==> config.mk <==
export PLATFORM = sky130hd
export DESIGN_NAME = power_switch_ctrl
export DESIGN_NICKNAME = d
export VERILOG_FILES = /design/src/common/ext_harness_pkg.sv /design/src/rtl/power_switch_ctrl.sv
export VERILOG_INCLUDE_DIRS = /design/src /design/src/common
export SDC_FILE = /design/constraint.sdc
export NUM_CORES = 1
export LEC_CHECK = 0
export BUFFER_PORTS_ARGS = -buffer_cell sky130_fd_sc_hd__buf_2
export CAP_MARGIN = 30
export CORE_UTILIZATION = 47
export DETAILED_ROUTE_END_ITERATION = 12
export HOLD_SLACK_MARGIN = 0.03
export PLACE_DENSITY = 0.89
export SETUP_SLACK_MARGIN = 0.1
export SLEW_MARGIN = 40
export SYNTH_ARGS = -nofsm -noshare
export SYNTH_HDL_FRONTEND = slang
export SYNTH_SLANG_ARGS = --single-unit
==> constraint.sdc <==
create_clock -name clk_i -period 1.25 [get_ports clk_i]
set_input_delay 0.1875 -clock clk_i [delete_from_list [all_inputs] [get_ports clk_i]]
set_output_delay 0.1875 -clock clk_i [all_outputs]
set_load 0.02 [all_outputs]
==> src/common/ext_harness_defs.svh <==
/*
  widths, depths, latencies and register map of the external harness
  window bases must be aligned to PERIPH_WIN_SIZE; IFFIFO_DEPTH must be a power of two
*/
`ifndef EXT_HARNESS_DEFS_SVH
`define EXT_HARNESS_DEFS_SVH

// bus widths
`define EXT_ADDR_W 32
`define EXT_DATA_W 32
`define EXT_BE_W 4

// slow memory path, grant wait must be at least 1
`define SLOW_MEM_WORDS 1024
`define SLOW_MEM_GNT_WAIT 3
`define OBI_FIFO_DEPTH 2

// peripherals
`define IFFIFO_DEPTH 8
`define SWITCH_ACK_LATENCY 15
`define EXT_DOMAINS 4

// register windows, byte addresses
`define IFFIFO_BASE 32'h0000_0000
`define POWER_BASE 32'h0000_1000
`define PERIPH_WIN_SIZE 32'h0000_1000

// power peripheral word offsets
`define PWR_SWITCH_OFF 1'b0
`define PWR_ACK_OFF 1'b1

`endif

==> src/common/ext_harness_pkg.sv <==
/*
  types shared by the harness RTL and its testbench
  all widths follow the macros in the defs header
*/
`include "ext_harness_defs.svh"

package ext_harness_pkg;

  // bus fields
  typedef logic [`EXT_ADDR_W-1:0] addr_t;
  typedef logic [`EXT_DATA_W-1:0] data_t;
  typedef logic [`EXT_BE_W-1:0] be_t;

  // word index into the slow memory
  typedef logic [$clog2(`SLOW_MEM_WORDS)-1:0] mem_idx_t;

  // one bit per power domain, active low
  typedef logic [`EXT_DOMAINS-1:0] domain_t;

  // occupancy from 0 up to the full depth
  typedef logic [$clog2(`IFFIFO_DEPTH+1)-1:0] fifo_cnt_t;

  // decoded register-bus target
  typedef enum logic [1:0] {
    SEL_IFFIFO,
    SEL_POWER,
    SEL_NONE
  } periph_sel_t;

  // FIFO peripheral word offsets
  typedef enum logic [1:0] {
    REG_PUSH   = 2'd0,
    REG_POP    = 2'd1,
    REG_STATUS = 2'd2,
    REG_WMARK  = 2'd3
  } iffifo_reg_e;

endpackage

==> src/rtl/power_switch_ctrl.sv <==
/*
  switch-off register and emulated switch cells, active low per domain
  SWITCH_ACK_LATENCY must be at least 1; writes to the ack offset are ignored
*/
`include "ext_harness_defs.svh"

module power_switch_ctrl (
  input  logic                     clk_i,
  input  logic                     rst_n_i,
  input  logic                     valid_i,
  input  logic                     write_i,
  input  logic                     offset_i,
  input  ext_harness_pkg::data_t   wdata_i,
  output ext_harness_pkg::data_t   rdata_o,
  output ext_harness_pkg::domain_t switch_n_o,
  output ext_harness_pkg::domain_t ack_n_o
);

  import ext_harness_pkg::*;

  localparam int unsigned LAT = `SWITCH_ACK_LATENCY;

  domain_t switch_n_q;
  // switch cells, one stage per cycle of acknowledge delay
  domain_t ack_chain_q [LAT];

  always_ff @(posedge clk_i) begin
    if (!rst_n_i) begin
      switch_n_q <= '1;
      for (int i = 0; i < LAT; i++) begin
        ack_chain_q[i] <= '1;
      end
    end else begin
      if (valid_i && write_i && offset_i == `PWR_SWITCH_OFF) begin
        switch_n_q <= wdata_i[`EXT_DOMAINS-1:0];
      end
      ack_chain_q[0] <= switch_n_q;
      for (int i = 1; i < LAT; i++) begin
        ack_chain_q[i] <= ack_chain_q[i-1];
      end
    end
  end

  assign switch_n_o = switch_n_q;
  assign ack_n_o    = ack_chain_q[LAT-1];

  assign rdata_o = (offset_i == `PWR_ACK_OFF) ? data_t'(ack_n_o) : data_t'(switch_n_q);

endmodule

==> impl_metrics.yaml <==
run_status:
  status: "finished, violations left"
  violations: "setup timing"
cells_and_area:
  layout.cells.non_filler: 256
  area.growth.synth_to_final_pct: 13.9
  count_of_nets_after_finishing: 239
  layout-drive-gt1-share_pct: 26.2
  diodes: 0
worst_setup_path:
  setup.reg_to_reg.worst_slack_ps: 190
  crit_start: "ack_chain_q[14][0]"
  worstPathMaxFanout: 2
  crit_path_end_kind: "output pin"
  arrival_ps: 1060
  reg2reg_to: "switch_n_o[1]"
  timing.critical_path.to: "rdata_o[0]"
  worst_setup_sp_type: "flop"
  critical_path_required_ps: 1060
  worstRegToRegCells: 3
  critPathKind: "reg2out"
  worst_r2r_startpoint: "switch_n_o[1]"
logic_synthesis:
  yosys_most_used_dff: "dfxtp_1"
  synth-edff-count: 0
  avgSynthCellArea_um2: 11.9
  yosysMostFrequentCell: "dfxtp_1"
  synth_largest_area_cell: "dfxtp_1"
  yosys_register_bits: 64
  post-synth-top-area-fraction_pct: 62.4
  synthTopCellsByCount: "64 x dfxtp_1, 56 x nand2b_1, 28 x buf_4"
  synthesis.area_um2: 2050
  synthArstFlopShare_pct: 0
  yosysWarnings: 0
  postSynthCellCount: 172
  synth_seq_area_share_pct: 62.4
  synth_top_cells_by_area: "dfxtp_1 62%, nand2b_1 17%, buf_4 10%, mux2_4 2.9%, or2b_1 2.9%"
  post_synth_num_cell_types: 9
die:
  fp.coreArea_um2: 4090
  placementRows: 23
  dieArea_um2: 4640
  fp.dieW_um: 68.1
  initial_standard_cell_utilization_of_the_core_pct: 50.2
  ios: 77
  dieHeight_um: 68.1
placed_design:
  gp_congestion: 0.621
  hpwlAfterDp_um: 1720
  numPlacedInstances: 238
  io_buffers: 20
timing:
  worst_setup_slack_final_ps: -2.18
  unrepaired_setup_endpoints_after_global_routing: "yes"
  fin_skew_ps: 4.05
  setup_total_negative_slack_ps: -2.18
  finalSetupViolCount: 1
  hold_violations: 0
  fmax_ghz: 0.799
  finalCritPeriodShare_pct: 100
  maxSlewViolCount: 0
  finalCriticalPeriod_ps: 1250
clocking:
  cts_root_buffer: "clkbuf_8"
  cts_max_level: 3
  clk_latency_ps: 330
  tritoncts_num_sinks: 64
  tritoncts.num_buffers: 9
  cts_tree: "built"
  cts.clk_slew.worst_paths_ps: 60
  cts.hold.buffers_added: 0
  ctsLongestPathBuffers: 2
drt:
  route.detailed.vias_per_inst: 4.14
  drt.antenna.violating_nets: 0
  detail_route.iter0.violations: 35
  wl_per_cell_um: 10.6
  vias: 1061
  drc_errors: 0
  dr.pass1.iters: 4
  route.final.wire_length_um: 2720
global_route:
  global_route_wire_length_before_repair_um: 4310
  grt_residual_overflow: 0
  grt_start_max_net_pins: 29
  grt_pass1_vias: 934
  globalRouteTotalUtil_pct: 14.0
  antenna_found_initial: 0
power_and_ir_drop:
  peakVddDrop_v: 0.000974
  p_per_area_nw_per_um2: 1590
  leakagePower_uw: 0.000935
flow_run:
  cap_viol_max_count: 0
worst_hold_path:
  worst_hold_path_type: "in2reg"
-- cell type report --
class,instances,area [um2]
Fill cell,332,1750
Sequential cell,64,1290
Multi-Input combinational cell,101,648
Timing Repair Buffer,26,170
Clock buffer,15,166
Tap cell,50,62.6
-- cells in the final DEF (no fill, tap or decap) --
cell type / instances
buf_6: 4
and3b_4: 1
dfxtp_2: 8
clkbuf_8: 11
buf_2: 16
buf_4: 6
or2b_1: 8
nand2b_1: 56
mux2_4: 8
clkbuf_1: 4
conb_1: 28
dfxtp_1: 56
-- power by group --
group          switching [uW]  internal, uW
registers                3.58          2050
logic                     132          50.6
clock network             662           821
total                     798          2920
-- worst max-delay path: stages (launching register included) --
cell	delay, ps
dfxtp_2	340
mux2_4	270
buf_6	130
-- registers in the layout, summed over array words and instances (netlist names) --
name / count
ack_chain_q: 60
switch_n_o: 4
-- metal layers --
layer	vias up	track usage, %	wire length, um	share of wire (%)
met5	-	0	0	0
met4	0	8.59	61	2.2
met3	7	6.50	160	5.9
met2	39	20.1	1240	46
met1	490	17.0	1250	46
li1	525	-	-	-
-- logic make-up after synthesis --
logic type             synth area share [%]
flip-flops                             62.4
multiplexers                           5.12
buffers and inverters                  11.7
AND/OR/NAND/NOR                        20.6
other                                 0.183
-- worst min-delay path by stage --
stage	startpoint	to	depth (start not counted)	slack, ps
after CTS	wdata_i[0]	switch_n_o[0]	3	150
after floorplan	rst_n_i	ack_chain_q[0][0]	1	360
final	wdata_i[0]	switch_n_o[0]	3	170
after global placement	ack_chain_q[0][0]	ack_chain_q[1][0]	1	390
after detailed placement	ack_chain_q[2][2]	ack_chain_q[3][2]	1	390
after global routing	wdata_i[0]	switch_n_o[0]	3	160
-- through the flow --
stage	hold WS (ps)	cell area (um2)	total power (uW)	utilization, %	setup slack, ps
2_1_floorplan	361	2150	2300	-	272
3_3_place_gp	388	2100	2260	51.4	159
3_5_place_dp	394	2100	2270	51.4	146
4_1_cts	153	2340	3760	57.2	-14.4
5_1_grt	160	2340	3880	57.2	-32.0
6_report	168	2340	3720	57.2	-2.18
-- timing repair --
| item | CTS | global route |
|---|---|---|
| gates cloned | 0 | 0 |
| setup endpoints to repair | 4 | 4 |
| resized for setup | 19 | 1 |
| buffers inserted | 3 | 0 |
(Power assumes the default switching activity.)
