### config.mk
export PLATFORM = sky130hd
export DESIGN_NAME = obi_fifo
export DESIGN_NICKNAME = d
export VERILOG_FILES = /design/src/common/ext_harness_pkg.sv /design/src/slow_mem/obi_fifo.sv
export VERILOG_INCLUDE_DIRS = /design/src /design/src/common
export SDC_FILE = /design/constraint.sdc
export NUM_CORES = 1
export LEC_CHECK = 0
export BUFFER_PORTS_ARGS = -buffer_cell sky130_fd_sc_hd__buf_2
export CAP_MARGIN = 10
export CORE_MARGIN = 2
export CORE_UTILIZATION = 45
export CTS_CLUSTER_DIAMETER = 200
export DETAILED_ROUTE_END_ITERATION = 12
export PLACE_DENSITY = 0.78
export SLEW_MARGIN = 20
export SYNTH_ARGS = -nofsm -noshare
export SYNTH_HDL_FRONTEND = slang
export SYNTH_SLANG_ARGS = --single-unit
export TNS_END_PERCENT = 20
### constraint.sdc
create_clock -name clk_i -period 10 [get_ports clk_i]
set_clock_uncertainty 0.15 [all_clocks]
set_input_delay 0 -clock clk_i [delete_from_list [all_inputs] [get_ports clk_i]]
set_output_delay 0 -clock clk_i [all_outputs]
set_load 0.03 [all_outputs]
### src/common/ext_harness_defs.svh
/*
  widths, depths, latencies and register map of the external harness
  window bases must be aligned to PERIPH_WIN_SIZE; IFFIFO_DEPTH must be a power of two
*/
`ifndef EXT_HARNESS_DEFS_SVH
`define EXT_HARNESS_DEFS_SVH

// bus widths
`define EXT_ADDR_W 32
`define EXT_DATA_W 32
`define EXT_BE_W 4

// slow memory path, grant wait must be at least 1
`define SLOW_MEM_WORDS 1024
`define SLOW_MEM_GNT_WAIT 3
`define OBI_FIFO_DEPTH 2

// peripherals
`define IFFIFO_DEPTH 8
`define SWITCH_ACK_LATENCY 15
`define EXT_DOMAINS 4

// register windows, byte addresses
`define IFFIFO_BASE 32'h0000_0000
`define POWER_BASE 32'h0000_1000
`define PERIPH_WIN_SIZE 32'h0000_1000

// power peripheral word offsets
`define PWR_SWITCH_OFF 1'b0
`define PWR_ACK_OFF 1'b1

`endif

### src/common/ext_harness_pkg.sv
/*
  types shared by the harness RTL and its testbench
  all widths follow the macros in the defs header
*/
`include "ext_harness_defs.svh"

package ext_harness_pkg;

  // bus fields
  typedef logic [`EXT_ADDR_W-1:0] addr_t;
  typedef logic [`EXT_DATA_W-1:0] data_t;
  typedef logic [`EXT_BE_W-1:0] be_t;

  // word index into the slow memory
  typedef logic [$clog2(`SLOW_MEM_WORDS)-1:0] mem_idx_t;

  // one bit per power domain, active low
  typedef logic [`EXT_DOMAINS-1:0] domain_t;

  // occupancy from 0 up to the full depth
  typedef logic [$clog2(`IFFIFO_DEPTH+1)-1:0] fifo_cnt_t;

  // decoded register-bus target
  typedef enum logic [1:0] {
    SEL_IFFIFO,
    SEL_POWER,
    SEL_NONE
  } periph_sel_t;

  // FIFO peripheral word offsets
  typedef enum logic [1:0] {
    REG_PUSH   = 2'd0,
    REG_POP    = 2'd1,
    REG_STATUS = 2'd2,
    REG_WMARK  = 2'd3
  } iffifo_reg_e;

endpackage

### src/slow_mem/obi_fifo.sv
/*
  OBI request buffer in front of the slow memory; grants a request whenever not full
  responses pass straight through, so downstream must answer in request order
*/
`include "ext_harness_defs.svh"

module obi_fifo (
  input  logic                     clk_i,
  input  logic                     rst_n_i,
  // upstream
  input  logic                     req_i,
  input  logic                     we_i,
  input  ext_harness_pkg::be_t     be_i,
  input  ext_harness_pkg::addr_t   addr_i,
  input  ext_harness_pkg::data_t   wdata_i,
  output logic                     gnt_o,
  output logic                     rvalid_o,
  output ext_harness_pkg::data_t   rdata_o,
  // downstream
  output logic                     mem_req_o,
  output logic                     mem_we_o,
  output ext_harness_pkg::be_t     mem_be_o,
  output ext_harness_pkg::mem_idx_t mem_idx_o,
  output ext_harness_pkg::data_t   mem_wdata_o,
  input  logic                     mem_gnt_i,
  input  logic                     mem_rvalid_i,
  input  ext_harness_pkg::data_t   mem_rdata_i
);

  import ext_harness_pkg::*;

  localparam int unsigned DEPTH = `OBI_FIFO_DEPTH;
  localparam int unsigned PTR_W = (DEPTH > 1) ? $clog2(DEPTH) : 1;
  localparam int unsigned CNT_W = $clog2(DEPTH + 1);

  // request payload, no reset
  logic     we_q    [DEPTH];
  be_t      be_q    [DEPTH];
  mem_idx_t idx_q   [DEPTH];
  data_t    wdata_q [DEPTH];

  logic [PTR_W-1:0] wr_ptr_q;
  logic [PTR_W-1:0] rd_ptr_q;
  logic [CNT_W-1:0] cnt_q;
  logic             accept;
  logic             issue;

  function automatic logic [PTR_W-1:0] next_ptr(logic [PTR_W-1:0] ptr);
    return (ptr == PTR_W'(DEPTH - 1)) ? '0 : ptr + 1'b1;
  endfunction

  // grant only a presented request
  assign gnt_o  = req_i && (cnt_q != CNT_W'(DEPTH));
  assign accept = gnt_o;
  assign issue  = mem_req_o && mem_gnt_i;

  always_ff @(posedge clk_i) begin
    if (!rst_n_i) begin
      wr_ptr_q <= '0;
      rd_ptr_q <= '0;
      cnt_q    <= '0;
    end else begin
      if (accept) begin
        wr_ptr_q <= next_ptr(wr_ptr_q);
      end
      if (issue) begin
        rd_ptr_q <= next_ptr(rd_ptr_q);
      end
      if (accept && !issue) begin
        cnt_q <= cnt_q + 1'b1;
      end else if (issue && !accept) begin
        cnt_q <= cnt_q - 1'b1;
      end
    end
  end

  always_ff @(posedge clk_i) begin
    if (accept) begin
      we_q[wr_ptr_q]    <= we_i;
      be_q[wr_ptr_q]    <= be_i;
      // byte address to word index
      idx_q[wr_ptr_q]   <= addr_i[2 +: $bits(mem_idx_t)];
      wdata_q[wr_ptr_q] <= wdata_i;
    end
  end

  // head entry goes downstream
  assign mem_req_o   = (cnt_q != '0);
  assign mem_we_o    = we_q[rd_ptr_q];
  assign mem_be_o    = be_q[rd_ptr_q];
  assign mem_idx_o   = idx_q[rd_ptr_q];
  assign mem_wdata_o = wdata_q[rd_ptr_q];

  assign rvalid_o = mem_rvalid_i;
  assign rdata_o  = mem_rdata_i;

endmodule

==> run_results.csv <==
group,metric,value,unit
hold_path,holdPathStages,2,
finish,antenna_cells,0,
worst_setup_path,crit_cells,4,
hold_path,holdCritStartpoint,"wdata_i[3]",
worst_setup_path,crit_path_max_fanout,28,
cts,clock_path_buffers,2,
placed_design,place_area,4230,µm²
route,avgViaCountPerCell,4.752,
worst_setup_path,reg2reg_from,"cnt_q[0]$_SDFFE_PN0P_",
finish,syn_to_final_growth,35.02,%
cts,cts_resized,0,
global_routing,antenna_found_initial,0,
floorplan,start_util,0.4671,
synthesis,yosysSeqAreaShare,0.7540,
route,ant_nets,0,
floorplan,die_area,9372,µm²
synthesis,synth-main-ff-cell,"edfxtp_1",
route,dr.pass1.iters,4,
cts,post_cts_buffers,0,
worst_setup_path,cp_data_required_time,9.86,ns
route,dr.first_iter.drc_count,62,
placed_design,port_buffers,99,
floorplan,core,8299,µm²
power,cellPowerDensity,217.9,nW/µm²
timing,maxSlewHeadroom,0.4283,
timing,finalMaxSlewViolations,0,
finish,ff_latch_area,2927,µm²
timing,fmax,0.4690,GHz
route,vias,2243,
synthesis,synthTopCellsByArea,"edfxtp_1 73%, mux2_1 14%, buf_4 6.4%, dfxtp_1 2.6%, buf_6 0.87%",
global_routing,grt_overflow_total,0,
worst_setup_path,crit_chain,"nand2b_1, nand2_1, nor2_4, buf_4",
worst_setup_path,crit_path_end_kind,"flip-flop",
run,drv_cap,0,
finish,stdcell_area,5234,µm²
floorplan,fp.dieW,96.81,µm
cts,numCtsBuffers,9,
worst_setup_path,critical_path_class,"flip-flop to flip-flop",
timing,setup_viol,0,
synthesis,ys_types,21,
worst_setup_path,slowest_stage,"nor2_4",
global_routing,grt_max_degree,48,
synthesis,synth_top_family_by_area,"multiplexers",
global_routing,grt_pass1_vias,2429,
run_status,status,"finished clean",
worst_setup_path,start_kind,"flip-flop",
route,drcViolationCount,0,
synthesis,synthAdderAreaFrac,0.003228,
timing,rsz0062_at_grt,"no",
cts,cts_sinks,99,
route,wirelength,7.189,mm
worst_setup_path,r2r_end,"wdata_q[1][18]$_DFFE_PP_",
synthesis,syn_nets,312,
synthesis,synthSimpleGateAreaFrac,0.01291,
finish,final_layout_size_suffix_gt1_frac,0.3161,
cts,cts_tree,"done",
synthesis,synth.area.mux_share,0.1365,
global_routing,grt_usage,0.1560,
timing,timing.final.crit_share,0.2132,
finish,n_fill_cell,624,
worst_setup_path,cp_top_family,"simple AND/OR/NAND/NOR gates",
synthesis,yosys-top-cells-count,"94 x edfxtp_1, 47 x mux2_1, 33 x buf_4",
timing,fin_tns_setup,0,ns
synthesis,syn_inst,205,
synthesis,async_flop_share,0,
synthesis,synth_top_area_frac,0.7282,
synthesis,synth_warnings,0,
power,ir_drop,0.1435,mV
synthesis,synth_edf_count,94,
worst_setup_path,critPathBufInv,1,
floorplan,io-pin-count,188,
finish,multi_input_area,658.1,µm²
floorplan,die_height,96.81,µm
worst_setup_path,cp_data_arrival_time,1.99,ns
synthesis,synth-xor-area-share,0.006779,
cts,htreeDepth,3,
global_routing,grt_pass1_wl,11.52,mm
synthesis,yosysMostFrequentCell,"edfxtp_1",
worst_setup_path,critPathMaxStageDelay,0.47,ns
cts,clk_root_buffer_cell,"clkbuf_8",
synthesis,avgSynthCellArea,18.91,µm²
cts,clk_latency,0.34,ns
worst_setup_path,reg2reg_depth,4,
timing,worst_pin_slew,0.8575,ns
timing,fin_crit,2.132,ns
hold_path,min_to,"wdata_q[0][3]$_DFFE_PP_",
power,p_leak,1.989,nW
synthesis,synth_seq_cells,99,
placed_design,dpl.hpwl,3.857,mm
route,routedWlPerCell,15.23,µm
synthesis,synth-compound-area-share,0.008393,
hold_path,hold_class,"input port to flip-flop",
finish,finalNetCount,469,
floorplan,fp-row-count,33,
cts,clkSlewWorstSetupHoldPaths,0.09,ns
synthesis,synth_area,3876,µm²
placed_design,gp_congestion,0.6643,
synthesis,synth.largest_area_cell,"edfxtp_1",
timing,hold_viol,0,
worst_setup_path,rrSetupSlack,7.87,ns
[layout by cell type (no fill, tap or decap), types with 2 or more instances in the layout]
cell           instances
clkbuf_1               2
xnor2_1                2
dlygate4sd3_1         84
edfxtp_1              94
inv_1                  2
mux2_1                47
clkinv_1               2
clkbuf_8               9
clkinvlp_4             3
buf_2                 99
a21boi_1               2
dfxtp_1                4
and2_1                 3
[report_power, final]
| group | switching [mW] | internal, mW |
|---|---|---|
| clock network | 0.127 | 0.0891 |
| logic | 0.232 | 0.132 |
| registers | 0.0405 | 0.520 |
| total | 0.400 | 0.741 |
[sequential cells by signal, summed over array words and instances, names as in the netlist, named ones only]
name,flops
we_q,2
wdata_q,64
be_q,8
rd_ptr_q,1
idx_q,20
wr_ptr_q,1
cnt_q,2
[layout make-up]
class,instances,area share
flip-flops and latches,99,0.5592
inverters,3,0.002391
repair buffers,184,0.2568
multi-input cells,65,0.1257
clock inverters,5,0.005738
clock buffers,11,0.02510
well taps,105,0.02510
[worst max-delay path by stage]
stage                          startpoint                       end
finish              cnt_q[0]$_SDFFE_PN0P_  wdata_q[1][18]$_DFFE_PP_
floorplan           cnt_q[0]$_SDFFE_PN0P_      be_q[1][0]$_DFFE_PP_
global route        cnt_q[0]$_SDFFE_PN0P_  wdata_q[1][18]$_DFFE_PP_
detailed placement  cnt_q[0]$_SDFFE_PN0P_      be_q[1][2]$_DFFE_PP_
global placement    cnt_q[0]$_SDFFE_PN0P_     idx_q[1][1]$_DFFE_PP_
CTS                 cnt_q[0]$_SDFFE_PN0P_  wdata_q[1][18]$_DFFE_PP_
[metrics by stage]
step / worst slack [ns] / cells / util / hold WS (ns) / power [mW]
floorplan: 6.815 / 205 / - / -0.05113 / 0.8281
global placement: 7.820 / 372 / 0.5094 / -0.1498 / 0.8881
detailed placement: 7.846 / 372 / 0.5097 / -0.1498 / 0.8926
CTS: 7.831 / 472 / 0.6305 / 0.2029 / 1.153
global route: 7.681 / 472 / 0.6306 / 0.2103 / 1.200
finish: 7.868 / 472 / 0.6306 / 0.2260 / 1.141
[routing by layer]
layer  GRT usage  routed length, µm  up-vias  part of all wire
li1            -                  -     1049                 -
met1      0.1750               2828     1084              0.39
met2      0.2874               3880      100              0.54
met3     0.03685                389       10             0.054
met4     0.05634                 91        0             0.013
met5           0                  0        -                 0
[repair_timing]
action | in CTS | in global routing
endpoints found under the hold margin | 132 | 0
setup endpoints to repair | 0 | 0
hold buffers | 84 | 0
[cells by family after synthesis]
| kind of cell | Yosys count |
|---|---|
| compound gates | 5 |
| xor+xnor | 3 |
| simple gates | 9 |
| buf+inv | 41 |
| mux | 47 |
| fa+ha+maj | 1 |
| flops | 99 |
No activity file was read; power rests on OpenSTA's default activity.
