File: config.mk
export PLATFORM = sky130hd
export DESIGN_NAME = ext_reg_demux
export DESIGN_NICKNAME = d
export VERILOG_FILES = /design/src/common/ext_harness_pkg.sv /design/src/periph/ext_reg_demux.sv
export VERILOG_INCLUDE_DIRS = /design/src /design/src/common
export SDC_FILE = /design/constraint.sdc
export NUM_CORES = 1
export LEC_CHECK = 0
export BUFFER_PORTS_ARGS = -buffer_cell sky130_fd_sc_hd__buf_4
export CAP_MARGIN = 15
export CORE_MARGIN = 2
export CORE_UTILIZATION = 26
export DETAILED_ROUTE_END_ITERATION = 10
export PLACE_DENSITY_LB_ADDON = 0.12
export SLEW_MARGIN = 25
export SYNTH_ARGS = -nofsm -noshare
export SYNTH_HDL_FRONTEND = slang
export SYNTH_SLANG_ARGS = --single-unit
File: constraint.sdc
create_clock -name vclk -period 5.2
set_input_delay 0.26 -clock vclk [all_inputs]
set_output_delay 0.26 -clock vclk [all_outputs]
set_load 0.02 [all_outputs]
File: src/common/ext_harness_defs.svh
/*
  widths, depths, latencies and register map of the external harness
  window bases must be aligned to PERIPH_WIN_SIZE; IFFIFO_DEPTH must be a power of two
*/
`ifndef EXT_HARNESS_DEFS_SVH
`define EXT_HARNESS_DEFS_SVH

// bus widths
`define EXT_ADDR_W 32
`define EXT_DATA_W 32
`define EXT_BE_W 4

// slow memory path, grant wait must be at least 1
`define SLOW_MEM_WORDS 1024
`define SLOW_MEM_GNT_WAIT 3
`define OBI_FIFO_DEPTH 2

// peripherals
`define IFFIFO_DEPTH 8
`define SWITCH_ACK_LATENCY 15
`define EXT_DOMAINS 4

// register windows, byte addresses
`define IFFIFO_BASE 32'h0000_0000
`define POWER_BASE 32'h0000_1000
`define PERIPH_WIN_SIZE 32'h0000_1000

// power peripheral word offsets
`define PWR_SWITCH_OFF 1'b0
`define PWR_ACK_OFF 1'b1

`endif

File: src/common/ext_harness_pkg.sv
/*
  types shared by the harness RTL and its testbench
  all widths follow the macros in the defs header
*/
`include "ext_harness_defs.svh"

package ext_harness_pkg;

  // bus fields
  typedef logic [`EXT_ADDR_W-1:0] addr_t;
  typedef logic [`EXT_DATA_W-1:0] data_t;
  typedef logic [`EXT_BE_W-1:0] be_t;

  // word index into the slow memory
  typedef logic [$clog2(`SLOW_MEM_WORDS)-1:0] mem_idx_t;

  // one bit per power domain, active low
  typedef logic [`EXT_DOMAINS-1:0] domain_t;

  // occupancy from 0 up to the full depth
  typedef logic [$clog2(`IFFIFO_DEPTH+1)-1:0] fifo_cnt_t;

  // decoded register-bus target
  typedef enum logic [1:0] {
    SEL_IFFIFO,
    SEL_POWER,
    SEL_NONE
  } periph_sel_t;

  // FIFO peripheral word offsets
  typedef enum logic [1:0] {
    REG_PUSH   = 2'd0,
    REG_POP    = 2'd1,
    REG_STATUS = 2'd2,
    REG_WMARK  = 2'd3
  } iffifo_reg_e;

endpackage

File: src/periph/ext_reg_demux.sv
/*
  routes register accesses by address to the FIFO or the power peripheral
  peripherals answer in the same cycle; a miss answers with error and zero data
*/
`include "ext_harness_defs.svh"

module ext_reg_demux (
  input  logic                   reg_valid_i,
  input  ext_harness_pkg::addr_t reg_addr_i,
  input  ext_harness_pkg::data_t iffifo_rdata_i,
  input  ext_harness_pkg::data_t pwr_rdata_i,
  output logic                   iffifo_valid_o,
  output logic                   pwr_valid_o,
  output logic                   reg_ready_o,
  output logic                   reg_error_o,
  output ext_harness_pkg::data_t reg_rdata_o
);

  import ext_harness_pkg::*;

  periph_sel_t sel;

  // addresses below the base wrap to large values and miss
  function automatic logic in_window(addr_t addr, addr_t base);
    addr_t rel;
    rel = addr - base;
    return rel < addr_t'(`PERIPH_WIN_SIZE);
  endfunction

  always_comb begin
    if (in_window(reg_addr_i, `IFFIFO_BASE)) begin
      sel = SEL_IFFIFO;
    end else if (in_window(reg_addr_i, `POWER_BASE)) begin
      sel = SEL_POWER;
    end else begin
      sel = SEL_NONE;
    end
  end

  assign iffifo_valid_o = reg_valid_i && (sel == SEL_IFFIFO);
  assign pwr_valid_o    = reg_valid_i && (sel == SEL_POWER);

  // no back-pressure
  assign reg_ready_o = reg_valid_i;
  assign reg_error_o = reg_valid_i && (sel == SEL_NONE);

  always_comb begin
    case (sel)
      SEL_IFFIFO: reg_rdata_o = iffifo_rdata_i;
      SEL_POWER:  reg_rdata_o = pwr_rdata_i;
      default:    reg_rdata_o = '0;
    endcase
  end

endmodule

==> flow_metrics.env, run 1 <==
export IMPL_synthesis_instances=63
export IMPL_wl_met1_um=1052
export IMPL_core_area_mm2=0.002148
export IMPL_critPathArrivalTime_ns=2.90
export IMPL_portBuffers=121
export IMPL_gp_congestion=0.6842
export IMPL_ant_nets=0
export IMPL_start_kind="input pin"
export IMPL_p_leak_nw=0.7698
export IMPL_cts_resized=0
export IMPL_tns_ns=0
export IMPL_wl_met2_um=1566
export IMPL_num_vias=1072
export IMPL_critical_path_class="in -> out"
export IMPL_antenna_found_initial=0
export IMPL_diodes=0
export IMPL_syn_area_per_cell_um2=9.175
export IMPL_viasPerCell=5.255
export IMPL_die_area_mm2=0.002616
export IMPL_setup_worst_path_start="reg_addr_i[20]"
export IMPL_tightest_slew_ns=0.8724
export IMPL_first_pass_iters=4
export IMPL_slew_headroom_pct=41.64
export IMPL_synth_area_um2=578.1
export IMPL_slowest_delay_ns=0.80
export IMPL_drv_slew=0
export IMPL_ys_seq_area_share_pct=0
export IMPL_num_rows=17
export IMPL_die_w_um=51.15
export IMPL_min_period_ns=3.160
export IMPL_synth_cell_types=22
export IMPL_nFillCells=179
export IMPL_post_route_cell_area_mm2=0.001471
export IMPL_worstSetupPathDepth=7
export IMPL_drtIter0Drc=11
export IMPL_io_pins=133
export IMPL_rsz0062_at_grt="no"
export IMPL_ctsHoldBuffers=0
export IMPL_crit_family="simple AND/OR/NAND/NOR gates"
export IMPL_grt_use_total_pct=19.35
export IMPL_drive_gt1_share_pct=74.43
export IMPL_hold_violations=0
export IMPL_grt_pass1_vias=924
export IMPL_gr_total_overflow=0
export IMPL_yosys_area_share_simple_pct=20.35
export IMPL_wl_met3_um=305
export IMPL_grt_pass1_wl_um=4140
export IMPL_final_cells=204
export IMPL_die_h_um=51.15
export IMPL_yosysWarningCount=0
export IMPL_placed_cell_area_mm2=0.001471
export IMPL_setup_viol=0
export IMPL_crit_buf_inv=3
export IMPL_synth_adder_area_share_pct=0
export IMPL_min_path_type="in -> out"
export IMPL_syn2layout_area_growth_pct=154.5
export IMPL_clock_fmax_mhz=316.5
export IMPL_nets=275
export IMPL_yosys_area_share_xor_xnor_pct=0
export IMPL_drc=0
export IMPL_flops_and_latches=0
export IMPL_wl_per_cell_um=14.38
export IMPL_cts_setup_buffers=0
export IMPL_grt_max_degree=24
export IMPL_place_inst=204
export IMPL_critPathMaxFanout=18
export IMPL_hpwl_um=2417
export IMPL_power_density_mw_per_mm2=40.08
export IMPL_max_cap_violations=0
export IMPL_cp_end_kind="output pin"
export IMPL_synth_top_family_by_area="compound AO/OA/AOI/OAI gates"
export IMPL_path_common_cell="buf_4"
export IMPL_synth_nets=160
export IMPL_ir_drop_mv=0.02603
export IMPL_cp_data_required_time_ns=4.94
export IMPL_synth_compound_area_share_pct=64.72
export IMPL_crit_chain="buf_4 -> or4_4 -> or4_4 -> o41ai_4 -> buf_4 -> a32o_1 -> buf_4"
export IMPL_wirelength_um=2934
export IMPL_endpoint="reg_rdata_o[31]"
export IMPL_initial_core_util_pct=26.91
export IMPL_seq_area_um2=0
export IMPL_synth_area_mux_share_pct=0
export IMPL_topRoutingLayerUsed="met4"
export IMPL_clkbuf_count=0
export IMPL_slowest_stage="o41ai_4"
export IMPL_status="finished, final reports clean"
export IMPL_post_route_period_util_pct=60.76
==> cells by family after synthesis <==
kind of cell,after synthesis
buffers and inverters,12
AOI/OAI and AO/OA,36
and+or+nand+nor,15
==> worst min path at each step <==
stage	start	to	slack (ns)	depth (start not counted)
floorplan	reg_valid_i	reg_ready_o	0.63	1
global route	reg_valid_i	reg_ready_o	0.76	2
detailed placement	reg_valid_i	reg_ready_o	0.75	2
finish	reg_valid_i	reg_ready_o	0.75	2
global placement	reg_valid_i	reg_ready_o	0.74	2
CTS	reg_valid_i	reg_ready_o	0.75	2
==> layout make-up <==
cell class | instances | area [um^2] | share of cell area (%)
Multi-Input combinational cell | 51 | 498.0 | 33.84
Tap cell | 28 | 35.03 | 2.381
Inverter | 1 | 3.754 | 0.2551
Timing Repair Buffer | 124 | 934.6 | 63.52
==> stage by stage <==
stage	util (%)	hold WS (ns)	worst slack [ns]	power (mW)
after floorplan	-	0.6326	2.672	0.008933
after global placement	67.97	0.7442	2.094	0.05770
after detailed placement	68.49	0.7535	2.044	0.05933
after CTS	68.49	0.7535	2.046	0.05940
after global routing	68.49	0.7601	1.898	0.06292
final	68.49	0.7539	2.040	0.05897
==> placed cells by master, fill, tap and decap left out <==
cell type,Yosys,final
buf_6,4,1
a32o_1,32,32
or2_2,1,1
o41ai_1,1,1
inv_1,1,1
buf_4,1,123
a21oi_1,1,1
and2_1,1,1
nor3_4,0,1
o41ai_4,1,1
nand2_1,1,1
o211ai_2,1,1
nor4_4,1,1
nor2_1,1,1
nor4_1,1,1
nor3_1,1,1
nand2b_1,2,2
and3_1,1,1
or4_1,1,1
or3_1,1,1
or4_4,2,2
==> metal layers <==
layer / track usage (%) / vias to the layer above
li1: - / 524
met1: 22.81 / 487
met2: 37.23 / 59
met3: 2.339 / 2
met4: 3.153 / 0
met5: 0 / -
==> Yosys cell counts <==
master | n | area (um^2)
nor4_1 | 1 | 6.260
o211ai_2 | 1 | 12.51
nand2b_1 | 2 | 12.51
inv_1 | 1 | 3.750
or4_4 | 2 | 22.52
nor4_4 | 1 | 21.27
buf_2 | 6 | 30.03
a32o_1 | 32 | 320.3
and3_1 | 1 | 6.260
nor2_1 | 1 | 3.750
or4_1 | 1 | 7.510
a21oi_1 | 1 | 5.000
buf_6 | 4 | 45.04
and2_1 | 1 | 6.260
nor3_1 | 1 | 5.000
or3_1 | 1 | 6.260
o41ai_1 | 1 | 8.760
nand2_1 | 1 | 3.750
nor3_2 | 1 | 10.01
buf_4 | 1 | 7.510
o41ai_4 | 1 | 27.53
or2_2 | 1 | 6.260
==> power breakdown <==
part	internal, mW	switching, mW	total (mW)	leakage, nW
Combinational	0.0434	0.0156	0.0590	0.770
Clock	0	0	0	0
Sequential	0	0	0	0
Total	0.0434	0.0156	0.0590	0.770
(Power assumes the default switching activity.)
==> run 2, diff against run 1 <==
--- a/config.mk
+++ b/config.mk
@@ -6,10 +6,11 @@
 export SDC_FILE = /design/constraint.sdc
 export NUM_CORES = 1
 export LEC_CHECK = 0
+export ABC_AREA = 1
 export BUFFER_PORTS_ARGS = -buffer_cell sky130_fd_sc_hd__buf_4
 export CAP_MARGIN = 15
 export CORE_MARGIN = 2
-export CORE_UTILIZATION = 26
+export CORE_UTILIZATION = 35
 export DETAILED_ROUTE_END_ITERATION = 10
 export PLACE_DENSITY_LB_ADDON = 0.12
 export SLEW_MARGIN = 25
==> constraint.sdc (replaced) <==
create_clock -name vclk -period 3.13
set_input_delay 0.1565 -clock vclk [all_inputs]
set_output_delay 0.1565 -clock vclk [all_outputs]
set_load 0.02 [all_outputs]
==> run 2 against run 1 <==
- critical path depth rose by 4
- setup slack got worse by 1.1 ns
- largest cell class is now multi-input gates
- largest power group unchanged
- combinational power rose by 110%
- clock-buffer cell count did not move
==> flow_metrics.env, run 2 <==
export IMPL_yosys_area_share_xor_xnor_pct=0
export IMPL_hpwl_um=2946
export IMPL_initial_core_util_pct=36.79
export IMPL_hold_violations=0
export IMPL_ctsHoldBuffers=0
export IMPL_clkbuf_count=0
export IMPL_synthTopCellsByCount="nand2_1, nand3_2, inv_1"
export IMPL_endpoint="pwr_valid_o"
export IMPL_pre_cts_slack_ns=0.9130
export IMPL_clock_fmax_mhz=456.4
export IMPL_critPathMaxFanout=34
export IMPL_rsz0062_at_grt="no"
export IMPL_synth_top_cell_area_share_pct=30.17
export IMPL_synth_cell_types=22
export IMPL_wl_met1_um=1394
export IMPL_nets=407
export IMPL_p_leak_nw=1.153
export IMPL_die_w_um=60.88
export IMPL_synth_nets=292
export IMPL_tightest_slew_ns=0.6523
export IMPL_worstSetupPathDepth=11
export IMPL_ys_seq_area_share_pct=0
export IMPL_yosysMostFrequentCell="nand2_1"
export IMPL_drtIter0Drc=78
export IMPL_grt_pass1_vias=1195
export IMPL_cts_resized=0
export IMPL_wl_per_cell_um=9.903
export IMPL_worst_slack_ns=0.9389
export IMPL_die_area_mm2=0.003706
export IMPL_yosysWarningCount=0
export IMPL_num_vias=1568
export IMPL_power_density_mw_per_mm2=62.43
export IMPL_drc=0
export IMPL_synth_top_family_by_area="simple AND/OR/NAND/NOR gates"
export IMPL_portBuffers=121
export IMPL_slowest_stage="nor2_8"
export IMPL_synth_adder_area_share_pct=0
export IMPL_seq_area_um2=0
export IMPL_wl_met3_um=322
export IMPL_setup_viol=0
export IMPL_synth_area_mm2=0.001132
export IMPL_diodes=0
export IMPL_crit_family="simple AND/OR/NAND/NOR gates"
export IMPL_die_h_um=60.88
export IMPL_num_rows=20
export IMPL_cts_setup_buffers=0
export IMPL_gr_total_overflow=0
export IMPL_max_cap_violations=0
export IMPL_cp_end_kind="output pin"
export IMPL_status="finished, final reports clean"
export IMPL_critPathArrivalTime_ns=2.03
export IMPL_slowest_delay_ns=0.51
export IMPL_ir_drop_mv=0.04365
export IMPL_first_pass_iters=4
export IMPL_synth_area_leaders="nand2_1, nand3_2, buf_12"
export IMPL_gp_congestion=0.8072
export IMPL_crit_buf_inv=2
export IMPL_place_inst=352
export IMPL_critical_path_class="in -> out"
export IMPL_synthesis_instances=195
export IMPL_start_kind="input pin"
export IMPL_grt_max_degree=35
export IMPL_cp_data_required_time_ns=2.97
export IMPL_topRoutingLayerUsed="met3"
export IMPL_syn_area_per_cell_um2=5.807
export IMPL_grt_use_total_pct=16.76
export IMPL_min_period_ns=2.191
export IMPL_antenna_found_initial=0
export IMPL_hold_start="reg_valid_i"
export IMPL_syn2layout_area_growth_pct=75.80
export IMPL_synth_top_area_cell="nand2_1"
export IMPL_slew_headroom_pct=56.47
export IMPL_min_path_type="in -> out"
export IMPL_drive_gt1_share_pct=55.84
export IMPL_setup_worst_path_start="reg_addr_i[15]"
export IMPL_layout_common_cells="buf_4, nand2_1, nand3_2"
export IMPL_post_route_period_util_pct=70.00
export IMPL_io_pins=133
export IMPL_wirelength_um=3486
export IMPL_tns_ns=0
export IMPL_wl_met2_um=1770
export IMPL_synth_compound_area_share_pct=2.099
export IMPL_drv_slew=0
export IMPL_synth_area_mux_share_pct=0
export IMPL_layout_commonest_cell="buf_4"
export IMPL_core_area_mm2=0.003078
export IMPL_grt_pass1_wl_um=5099
export IMPL_viasPerCell=4.455
export IMPL_crit_chain="buf_4 -> nor2_2 -> nand2_2 -> o21ai_1 -> nand2_1 -> nor3_1 -> nand3_2 -> nor2_8 -> nand2_1 -> nor2_2 -> buf_4"
export IMPL_ant_nets=0
export IMPL_final_cells=352
export IMPL_yosys_area_share_simple_pct=81.66
export IMPL_flops_and_latches=0
run 2: cell types whose count changed after synthesis, sizes merged, moves of 2 or more:
cell,change
a32o,-32
inv,+15
nand2,+93
nand2b,-2
nand3,+40
nand3b,+2
nor2,+24
nor4,-2
o21ai,+3
o41ai,-2
or4,-3
run 2: area by class of cell:
cell class         count  area, um^2
multi-input cells    168       948.4
fillers              315        1087
inverters             17       63.81
repair buffers       123       923.4
well taps             44       55.05
run 2: report_power, final:
group	switching [mW]	internal, mW	total (mW)
Combinational	0.0459	0.0784	0.124
Clock	0	0	0
Sequential	0	0	0
Total	0.0459	0.0784	0.124
run 2: layer usage:
layer | up-vias | track usage, %
li1 | 838 | -
met1 | 673 | 22.38
met2 | 57 | 31.49
met3 | 0 | 0.8529
met4 | 0 | 0
met5 | - | 0
run 2: worst min path at each step:
stage / cells after the start / endpoint / slack (ns)
after global routing: 2 / reg_ready_o / 0.54
final: 2 / reg_ready_o / 0.53
after detailed placement: 2 / reg_ready_o / 0.53
after CTS: 2 / reg_ready_o / 0.53
after global placement: 2 / reg_ready_o / 0.53
after floorplan: 1 / reg_ready_o / 0.43
run 2: cells by family after synthesis:
group                  count (synthesis)
AND/OR/NAND/NOR                      164
buffers and inverters                 27
AO/OA/AOI/OAI                          4
run 2: through the flow:
stage	util [%]	power, mW	hold WS (ns)	cell area [um^2]
6_report	64.67	0.1243	0.5324	1991
5_1_grt	64.67	0.1356	0.5378	1991
4_1_cts	64.67	0.1252	0.5332	1991
3_5_place_dp	64.67	0.1248	0.5331	1991
3_3_place_gp	64.67	0.1230	0.5324	1991
2_1_floorplan	-	0.03215	0.4256	1132
