[src/common/ext_harness_defs.svh]
/*
  widths, depths, latencies and register map of the external harness
  window bases must be aligned to PERIPH_WIN_SIZE; IFFIFO_DEPTH must be a power of two
*/
`ifndef EXT_HARNESS_DEFS_SVH
`define EXT_HARNESS_DEFS_SVH

// bus widths
`define EXT_ADDR_W 32
`define EXT_DATA_W 32
`define EXT_BE_W 4

// slow memory path, grant wait must be at least 1
`define SLOW_MEM_WORDS 1024
`define SLOW_MEM_GNT_WAIT 3
`define OBI_FIFO_DEPTH 2

// peripherals
`define IFFIFO_DEPTH 8
`define SWITCH_ACK_LATENCY 15
`define EXT_DOMAINS 4

// register windows, byte addresses
`define IFFIFO_BASE 32'h0000_0000
`define POWER_BASE 32'h0000_1000
`define PERIPH_WIN_SIZE 32'h0000_1000

// power peripheral word offsets
`define PWR_SWITCH_OFF 1'b0
`define PWR_ACK_OFF 1'b1

`endif

[src/common/ext_harness_pkg.sv]
/*
  types shared by the harness RTL and its testbench
  all widths follow the macros in the defs header
*/
`include "ext_harness_defs.svh"

package ext_harness_pkg;

  // bus fields
  typedef logic [`EXT_ADDR_W-1:0] addr_t;
  typedef logic [`EXT_DATA_W-1:0] data_t;
  typedef logic [`EXT_BE_W-1:0] be_t;

  // word index into the slow memory
  typedef logic [$clog2(`SLOW_MEM_WORDS)-1:0] mem_idx_t;

  // one bit per power domain, active low
  typedef logic [`EXT_DOMAINS-1:0] domain_t;

  // occupancy from 0 up to the full depth
  typedef logic [$clog2(`IFFIFO_DEPTH+1)-1:0] fifo_cnt_t;

  // decoded register-bus target
  typedef enum logic [1:0] {
    SEL_IFFIFO,
    SEL_POWER,
    SEL_NONE
  } periph_sel_t;

  // FIFO peripheral word offsets
  typedef enum logic [1:0] {
    REG_PUSH   = 2'd0,
    REG_POP    = 2'd1,
    REG_STATUS = 2'd2,
    REG_WMARK  = 2'd3
  } iffifo_reg_e;

endpackage

[src/periph/iffifo.sv]
/*
  register-mapped FIFO; pushes into a full FIFO are dropped, pops from empty read 0
  a read of the pop register is destructive; interrupt is off while the watermark is 0
*/
`include "ext_harness_defs.svh"

module iffifo (
  input  logic                        clk_i,
  input  logic                        rst_n_i,
  input  logic                        valid_i,
  input  logic                        write_i,
  input  ext_harness_pkg::iffifo_reg_e offset_i,
  input  ext_harness_pkg::data_t      wdata_i,
  output ext_harness_pkg::data_t      rdata_o,
  output logic                        intr_o,
  output logic                        slot_tx_o,
  output logic                        slot_rx_o
);

  import ext_harness_pkg::*;

  localparam int unsigned PTR_W = $clog2(`IFFIFO_DEPTH);
  localparam fifo_cnt_t FULL_CNT = fifo_cnt_t'(`IFFIFO_DEPTH);

  data_t            fifo_mem [`IFFIFO_DEPTH];
  logic [PTR_W-1:0] wr_ptr_q;
  logic [PTR_W-1:0] rd_ptr_q;
  fifo_cnt_t        cnt_q;
  data_t            wmark_q;
  logic             full;
  logic             empty;
  logic             push;
  logic             pop;

  assign full  = (cnt_q == FULL_CNT);
  assign empty = (cnt_q == '0);
  assign push  = valid_i && write_i && (offset_i == REG_PUSH) && !full;
  assign pop   = valid_i && !write_i && (offset_i == REG_POP) && !empty;

  // pointers wrap on their own since the depth is a power of two
  always_ff @(posedge clk_i) begin
    if (!rst_n_i) begin
      wr_ptr_q <= '0;
      rd_ptr_q <= '0;
      cnt_q    <= '0;
      wmark_q  <= '0;
    end else begin
      if (push) begin
        wr_ptr_q <= wr_ptr_q + 1'b1;
        cnt_q    <= cnt_q + 1'b1;
      end
      if (pop) begin
        rd_ptr_q <= rd_ptr_q + 1'b1;
        cnt_q    <= cnt_q - 1'b1;
      end
      if (valid_i && write_i && offset_i == REG_WMARK) begin
        wmark_q <= wdata_i;
      end
    end
  end

  always_ff @(posedge clk_i) begin
    if (push) begin
      fifo_mem[wr_ptr_q] <= wdata_i;
    end
  end

  // push register reads back as 0
  always_comb begin
    case (offset_i)
      REG_POP:    rdata_o = empty ? '0 : fifo_mem[rd_ptr_q];
      REG_STATUS: rdata_o = data_t'(cnt_q);
      REG_WMARK:  rdata_o = wmark_q;
      default:    rdata_o = '0;
    endcase
  end

  assign intr_o    = (wmark_q != '0) && (data_t'(cnt_q) >= wmark_q);
  // DMA slots: room to push, data to pop
  assign slot_tx_o = !full;
  assign slot_rx_o = !empty;

endmodule

[config.mk]
export PLATFORM = sky130hd
export DESIGN_NAME = iffifo
export DESIGN_NICKNAME = d
export VERILOG_FILES = /design/src/common/ext_harness_pkg.sv /design/src/periph/iffifo.sv
export VERILOG_INCLUDE_DIRS = /design/src /design/src/common
export SDC_FILE = /design/constraint.sdc
export NUM_CORES = 1
export LEC_CHECK = 0
export ABC_AREA = 1
export BUFFER_PORTS_ARGS = -buffer_cell sky130_fd_sc_hd__buf_2
export CAP_MARGIN = 25
export CORE_MARGIN = 10
export CORE_UTILIZATION = 55
export DETAILED_ROUTE_END_ITERATION = 7
export GPL_TIMING_DRIVEN = 0
export PLACE_DENSITY_LB_ADDON = 0.3
export SLEW_MARGIN = 40
export SYNTH_ARGS = -nofsm -noshare
export SYNTH_HDL_FRONTEND = slang
export SYNTH_SLANG_ARGS = --single-unit
[constraint.sdc]
create_clock -name clk_i -period 2.9 [get_ports clk_i]
set_input_delay 0.725 -clock clk_i [delete_from_list [all_inputs] [get_ports clk_i]]
set_output_delay 0.725 -clock clk_i [all_outputs]
set_load 0.03 [all_outputs]
==> impl_metrics.toml, run 1 <==
[clocking]
clockBufferDepth = 3
path_clk_slew_ns = 0.07
htree_levels = 1
worstSkewPairLatency_ns = 0.54
clock-root-buffer = "clkbuf_16"
cts_tree = "yes"
cts_buffers = 29
cts_hold_buffers = 0
cts_sinks = 301

[yosys]
synthFlopType = "edfxtp_1"
yosysTopAreaCell = "edfxtp_1"
yosysUniqueCellTypes = 31
syn_area_sq_mm = 0.0126
synth_top_cells_by_count = "edfxtp_1 (256), nor2_1 (241), nand2_1 (144)"
yosysSeqAreaShare = 0.681
yosysMostFrequentCell = "edfxtp_1"
ys_ff_latch = 301
ys_warn_count = 0
synth_nets = 1195
synthCells = 1148
synth_top_area_share = 0.610
async_reset_ff_frac = 0
synth.top_cells.by_area = "edfxtp_1 (61%), nor2_1 (7.2%), dfxtp_1 (7.1%)"
syn_area_per_cell_sq_um = 11.0
synth_edf_count = 256

[placed_design]
dpl_worst_slack_ns = -0.100
gp_congestion = 0.871
dp_hpwl_microns = 23100
placed_cells = 1521
io_buffer_count = 72
dpl_cell_area_sq_mm = 0.0138

[pwr]
powerDensity_mw_per_mm2 = 603
ir_drop_mv = 0.396
cellLeakagePower_nw = 5.64
total_power_mw = 9.01

[hold_path]
worst_hold_path_type = "input pin to register"

[floorplanning]
die_w_microns = 171
die_y_microns = 171
die_area_sq_mm = 0.0294
io-pin-count = 73
core_area_sq_mm = 0.0226
start_util = 0.558
rows = 55

[timing]
slew_viol_final = 0
hold_slack_ns = 0.462
fin_crit_sh = 0.986
max_freq_mhz = 350
worst_slack_ns = 0.0393
max_slew.worst_pin.slew_ns = 0.827
grt_setup_unrepaired = "yes"
fin_tns_setup_ns = 0
slew_headroom = 0.449
hold_viol_final = 0
setup_violations = 0
finClkSkew_ns = 0.00620
finalCriticalPeriod_ns = 2.86

[outcome]
outcome = "completed"

[drt]
wirelength_microns = 34100
vias = 9249
drtIter0Drc = 1042
drt-vias-per-instance = 5.86
drt-pass1-iter-count = 5
route.detailed.drc = 0
post_drt_wl_per_cell_microns = 21.6
ant_nets = 0

[worst_setup_path]
worstSetupStartpointType = "register"
cp.arrival_ns = 2.14
crit_type = "register to primary output"
crit_fanout = 10
endpoint_kind = "primary output"
worstPathRequired_ns = 2.17

[finish]
nNetsFinal = 1318
syn_to_final_growth_pct = 18.5
fin_util = 0.662
final_cell_area_sq_mm = 0.0149
layout.cells.non_filler = 1579
drive_above_1_share = 0.170

[global_routing]
grt_max_degree = 17
grt_pass1_wl_microns = 51400
grtUsageTotal = 0.230
grt_antenna_before_repair = 0
grt_overflow_total = 0
grt_pass1_vias = 9048

[flow_run]
cap_violations = 0
path summary, 6_finish.rpt:
kind	slack, ns	depth (start not counted)	from	end
worst max-delay path	0.04	10	register	rdata_o[2]
worst min-delay path	0.46	1	wdata_i[12]	fifo_mem[6][12]$_DFFE_PP_
worst max register to register	0.65	6	cnt_q[1]$_SDFFE_PN0P_	fifo_mem[2][6]$_DFFE_PP_
worst min register to register	0.49	2	wr_ptr_q[0]$_SDFFE_PN0P_	wr_ptr_q[0]$_SDFFE_PN0P_
placed cells by master (no fill, tap or decap), types with 2 or more instances in the layout:
cell / Yosys / routed
edfxtp_1: 256 / 256
nor2_1: 241 / 232
nand2_1: 144 / 143
nand3_1: 102 / 101
inv_1: 85 / 83
buf_2: 19 / 78
o21ai_0: 72 / 64
o211ai_1: 56 / 56
o21ai_1: 40 / 48
dfxtp_1: 45 / 44
clkbuf_16: 0 / 29
buf_6: 19 / 25
clkbuf_1: 9 / 14
buf_4: 7 / 12
buf_16: 0 / 12
clkbuf_4: 0 / 10
a21oi_1: 10 / 10
clkbuf_8: 0 / 9
nor2_4: 1 / 9
ha_1: 8 / 8
inv_2: 4 / 5
nand2_2: 4 / 5
buf_8: 0 / 5
clkbuf_2: 7 / 4
clkinv_2: 0 / 4
clkinvlp_4: 0 / 3
o22ai_1: 3 / 3
nand4_1: 3 / 3
bufinv_16: 0 / 3
nor2_2: 1 / 2
buf_12: 0 / 2
report_power, final:
group / switching, mW / leakage (nW) / internal [mW]
sequential: 0.0223 / 2.67 / 4.72
clock: 1.56 / 0.483 / 2.31
combinational: 0.280 / 2.49 / 0.123
total: 1.86 / 5.64 / 7.15
flip-flops by register name, indices dropped and copies added (netlist names), named ones only:
signal and flops:
fifo_mem 256, wmark_q 32, cnt_q 4, rd_ptr_q 3, wr_ptr_q 3
repair_timing:
action / 4_1_cts / 5_1_grt
setup endpoints to repair: 32 / 33
cloned: 0 / 1
pin swaps: 0 / 2
resized for setup: 18 / 47
buffers inserted: 0 / 3
worst max-delay path: stages (launching register included):
cell	delay, ns
dfxtp_2	0.35
buf_6	0.15
buf_12	0.15
buf_8	0.15
nor2_1	0.07
nor2_2	0.14
o21ai_1	0.08
nand3_1	0.12
nand3_2	0.15
nand2_2	0.10
buf_6	0.13
metal layers:
layer | wire (microns) | up-vias | track usage
li1 | - | 4207 | -
met1 | 13300 | 4420 | 0.300
met2 | 16100 | 541 | 0.372
met3 | 3690 | 81 | 0.0472
met4 | 1010 | 0 | 0.0870
met5 | 0 | - | 0
layout make-up:
class | count | area, sq um
Fill cell | 1639 | 7630
Timing Repair Buffer | 91 | 806
Multi-Input combinational cell | 692 | 3310
Timing Repair inverter | 1 | 7.51
Antenna cell | 1 | 2.50
Clock buffer | 45 | 866
Tap cell | 285 | 357
Inverter | 90 | 342
Clock inverter | 8 | 118
Sequential cell | 301 | 8590
Buffer | 65 | 537
cells by family (layout without fill, tap and decap cells):
family,Yosys count,in the layout,share of synthesized area
and+or+nand+nor,499,499,0.161
DFF,301,301,0.681
AOI/OAI and AO/OA,182,182,0.0843
buffers and inverters,155,300,0.0621
adders and majority gates,9,9,0.00953
xor gates and xnor gates,2,2,0.00139
other,0,1,0
Note: power is estimated with default switching activity, not from simulation.
==> run 2: changes to the inputs <==
--- a/config.mk
+++ b/config.mk
@@ -6,11 +6,10 @@
 export SDC_FILE = /design/constraint.sdc
 export NUM_CORES = 1
 export LEC_CHECK = 0
-export ABC_AREA = 1
 export BUFFER_PORTS_ARGS = -buffer_cell sky130_fd_sc_hd__buf_2
 export CAP_MARGIN = 25
 export CORE_MARGIN = 10
-export CORE_UTILIZATION = 55
+export CORE_UTILIZATION = 54
 export DETAILED_ROUTE_END_ITERATION = 7
 export GPL_TIMING_DRIVEN = 0
 export PLACE_DENSITY_LB_ADDON = 0.3
==> impl_metrics.toml, run 2 <==
[clocking]
path_clk_slew_ns = 0.06
cts_buffers = 30
cts_sinks = 301
clockBufferDepth = 3
clock-root-buffer = "clkbuf_16"
cts_tree = "yes"
htree_levels = 1
worstSkewPairLatency_ns = 0.55
cts_hold_buffers = 0

[yosys]
yosysMostFrequentCell = "edfxtp_1"
synth_top_cells_by_count = "edfxtp_1 (256), nand2_1 (74), mux4_2 (64)"
yosysTopAreaCell = "edfxtp_1"
synth_nets = 708
synth_top_area_share = 0.650
syn_area_sq_mm = 0.0118
ys_ff_latch = 301
synth_edf_count = 256
yosysSeqAreaShare = 0.726
yosysUniqueCellTypes = 40
synthFlopType = "edfxtp_1"
synth.top_cells.by_area = "edfxtp_1 (65%), mux4_2 (12%), dfxtp_1 (7.6%)"
syn_area_per_cell_sq_um = 17.9
ys_warn_count = 0
async_reset_ff_frac = 0
synthCells = 661

[timing]
max_slew.worst_pin.slew_ns = 0.653
hold_viol_final = 0
finalCriticalPeriod_ns = 3.13
slew_headroom = 0.565
finClkSkew_ns = 0.00650
grt_setup_unrepaired = "yes"
worst_slack_ns = -0.229
max_freq_mhz = 320
fin_tns_setup_ns = -5.00
hold_slack_ns = 0.458
fin_crit_sh = 1.08
slew_viol_final = 0
setup_violations = 29

[placed_design]
dpl_cell_area_sq_mm = 0.0130
io_buffer_count = 71
dpl_worst_slack_ns = -0.487
dp_hpwl_microns = 19400
gp_congestion = 0.809

[drt]
drtIter0Drc = 737
ant_nets = 0
drt-pass1-iter-count = 5
wirelength_microns = 29200
drt-vias-per-instance = 6.22
route.detailed.drc = 0
vias = 6899
post_drt_wl_per_cell_microns = 26.4

[floorplanning]
core_area_sq_mm = 0.0217
rows = 54
die_w_microns = 168
io-pin-count = 73
start_util = 0.546
die_area_sq_mm = 0.0282
die_y_microns = 168

[finish]
multi_input_area_sq_mm = 0.00328
nNetsFinal = 850
seqCellArea_sq_mm = 0.00860
final_cell_mix = "edfxtp_1 (256), nand2_1 (70), mux4_2 (64), buf_2 (48), buf_6 (48)"
regMostFlops = "fifo_mem"
syn_to_final_growth_pct = 24.9
final_cell_area_sq_mm = 0.0148
fillCellCount = 1338
reg_top3 = "fifo_mem (256), wmark_q (32), cnt_q (4)"
largest_reg_flops = 256
final_common_cell = "edfxtp_1"
drive_above_1_share = 0.385

[global_routing]
grt_antenna_before_repair = 2
grt_max_degree = 15
grt_pass1_vias = 7263
grt_overflow_total = 0
grt_pass1_wl_microns = 44500
grtUsageTotal = 0.203

[worst_setup_path]
cpMostUsedCell = "clkbuf_16"
slowest_delay_ns = 0.50
worstSetupStartpointType = "register"
crit_type = "register to primary output"
worstPathRequired_ns = 2.17
endpoint_kind = "primary output"
crit_chain = "clkbuf_16, clkbuf_16, mux4_2, and3_4, a221o_1, buf_6"
ff2ff_setup_slack_ns = 0.34
crit_slowest_cell = "mux4_2"
crit_fanout = 5
cp.arrival_ns = 2.40

[pwr]
powerDensity_mw_per_mm2 = 608
cellLeakagePower_nw = 4.96
ir_drop_mv = 0.597
total_power_mw = 8.98

[hold_path]
worst_hold_path_type = "input pin to register"

[flow_run]
cap_violations = 0

[outcome]
outcome = "complete, but fails checks"
violations = "negative setup slack"
==> run 2: cell count changes in the layout (fill, tap and decap cells not counted), moves of 26 or more <==
cell / before / now
o21ai_1: 48 / 1
nand2_1: 143 / 70
a21oi_1: 10 / 36
inv_1: 83 / 6
nor2_1: 232 / 6
buf_2: 78 / 48
o211ai_1: 56 / 0
nand3_1: 101 / 5
mux4_2: 0 / 64
o21ai_0: 64 / 2
a221o_1: 0 / 28
==> run 2: power breakdown <==
group	internal, mW	leakage [nW]	switching (mW)
sequential	4.71	2.67	0.0187
clock	2.35	0.525	1.60
combinational	0.110	1.76	0.199
==> run 2: worst paths after layout <==
check	startpoint	to	cells after the start
worst max-delay path	register	rdata_o[27]	6
worst min-delay path	rst_n_i	cnt_q[1]$_SDFFE_PN0P_	2
worst min register to register	wmark_q[30]$_SDFFE_PN0P_	wmark_q[30]$_SDFFE_PN0P_	2
worst max register to register	cnt_q[0]$_SDFFE_PN0P_	cnt_q[3]$_SDFFE_PN0P_	9
==> run 2: layout make-up <==
type | count | area share
sequential | 301 | 0.582
inverter | 8 | 0.00203
tap | 280 | 0.0237
clock inverter | 12 | 0.00669
buffer | 39 | 0.0249
clock buffer | 44 | 0.0640
multi-input combinational | 313 | 0.222
antenna | 2 | 0.000339
timing repair buffer | 110 | 0.0738
==> run 2: critical path, delay by kind of cell (launching register included) <==
family                 cells  cell delay, ns
muxes                      1            0.50
buffers and inverters      3            0.49
DFF                        1            0.39
AOI/OAI and AO/OA          1            0.30
and+or+nand+nor            1            0.18
==> run 2: layer usage <==
metal  vias up  GRT usage  share of wire
li1       2954          -              -
met1      3558      0.265           0.39
met3        67     0.0435          0.076
met5         -          0              0
met2       320      0.336           0.50
met4         0     0.0613          0.026
==> run 2: per-stage QoR <==
step,instances,util
4_1_cts,1101,0.667
5_1_grt,1107,0.681
3_3_place_gp,1012,0.580
3_5_place_dp,1035,0.598
2_1_floorplan,661,-
6_report,1109,0.681
==> run 2: kinds of logic after synthesis <==
logic type      after synthesis  synth area share
simple gates                146            0.0601
compound gates               78            0.0475
xor+xnor                      5           0.00370
mux                          75             0.133
buf+inv                      47            0.0203
fa+ha+maj                     9            0.0102
flops                       301             0.726
==> run 2: what timing repair did <==
action / in CTS / in global routing
cloned: 2 / 3
pin swaps: 14 / 27
gates resized for setup: 105 / 80
setup buffers: 8 / 4
endpoints found under the setup margin: 33 / 33
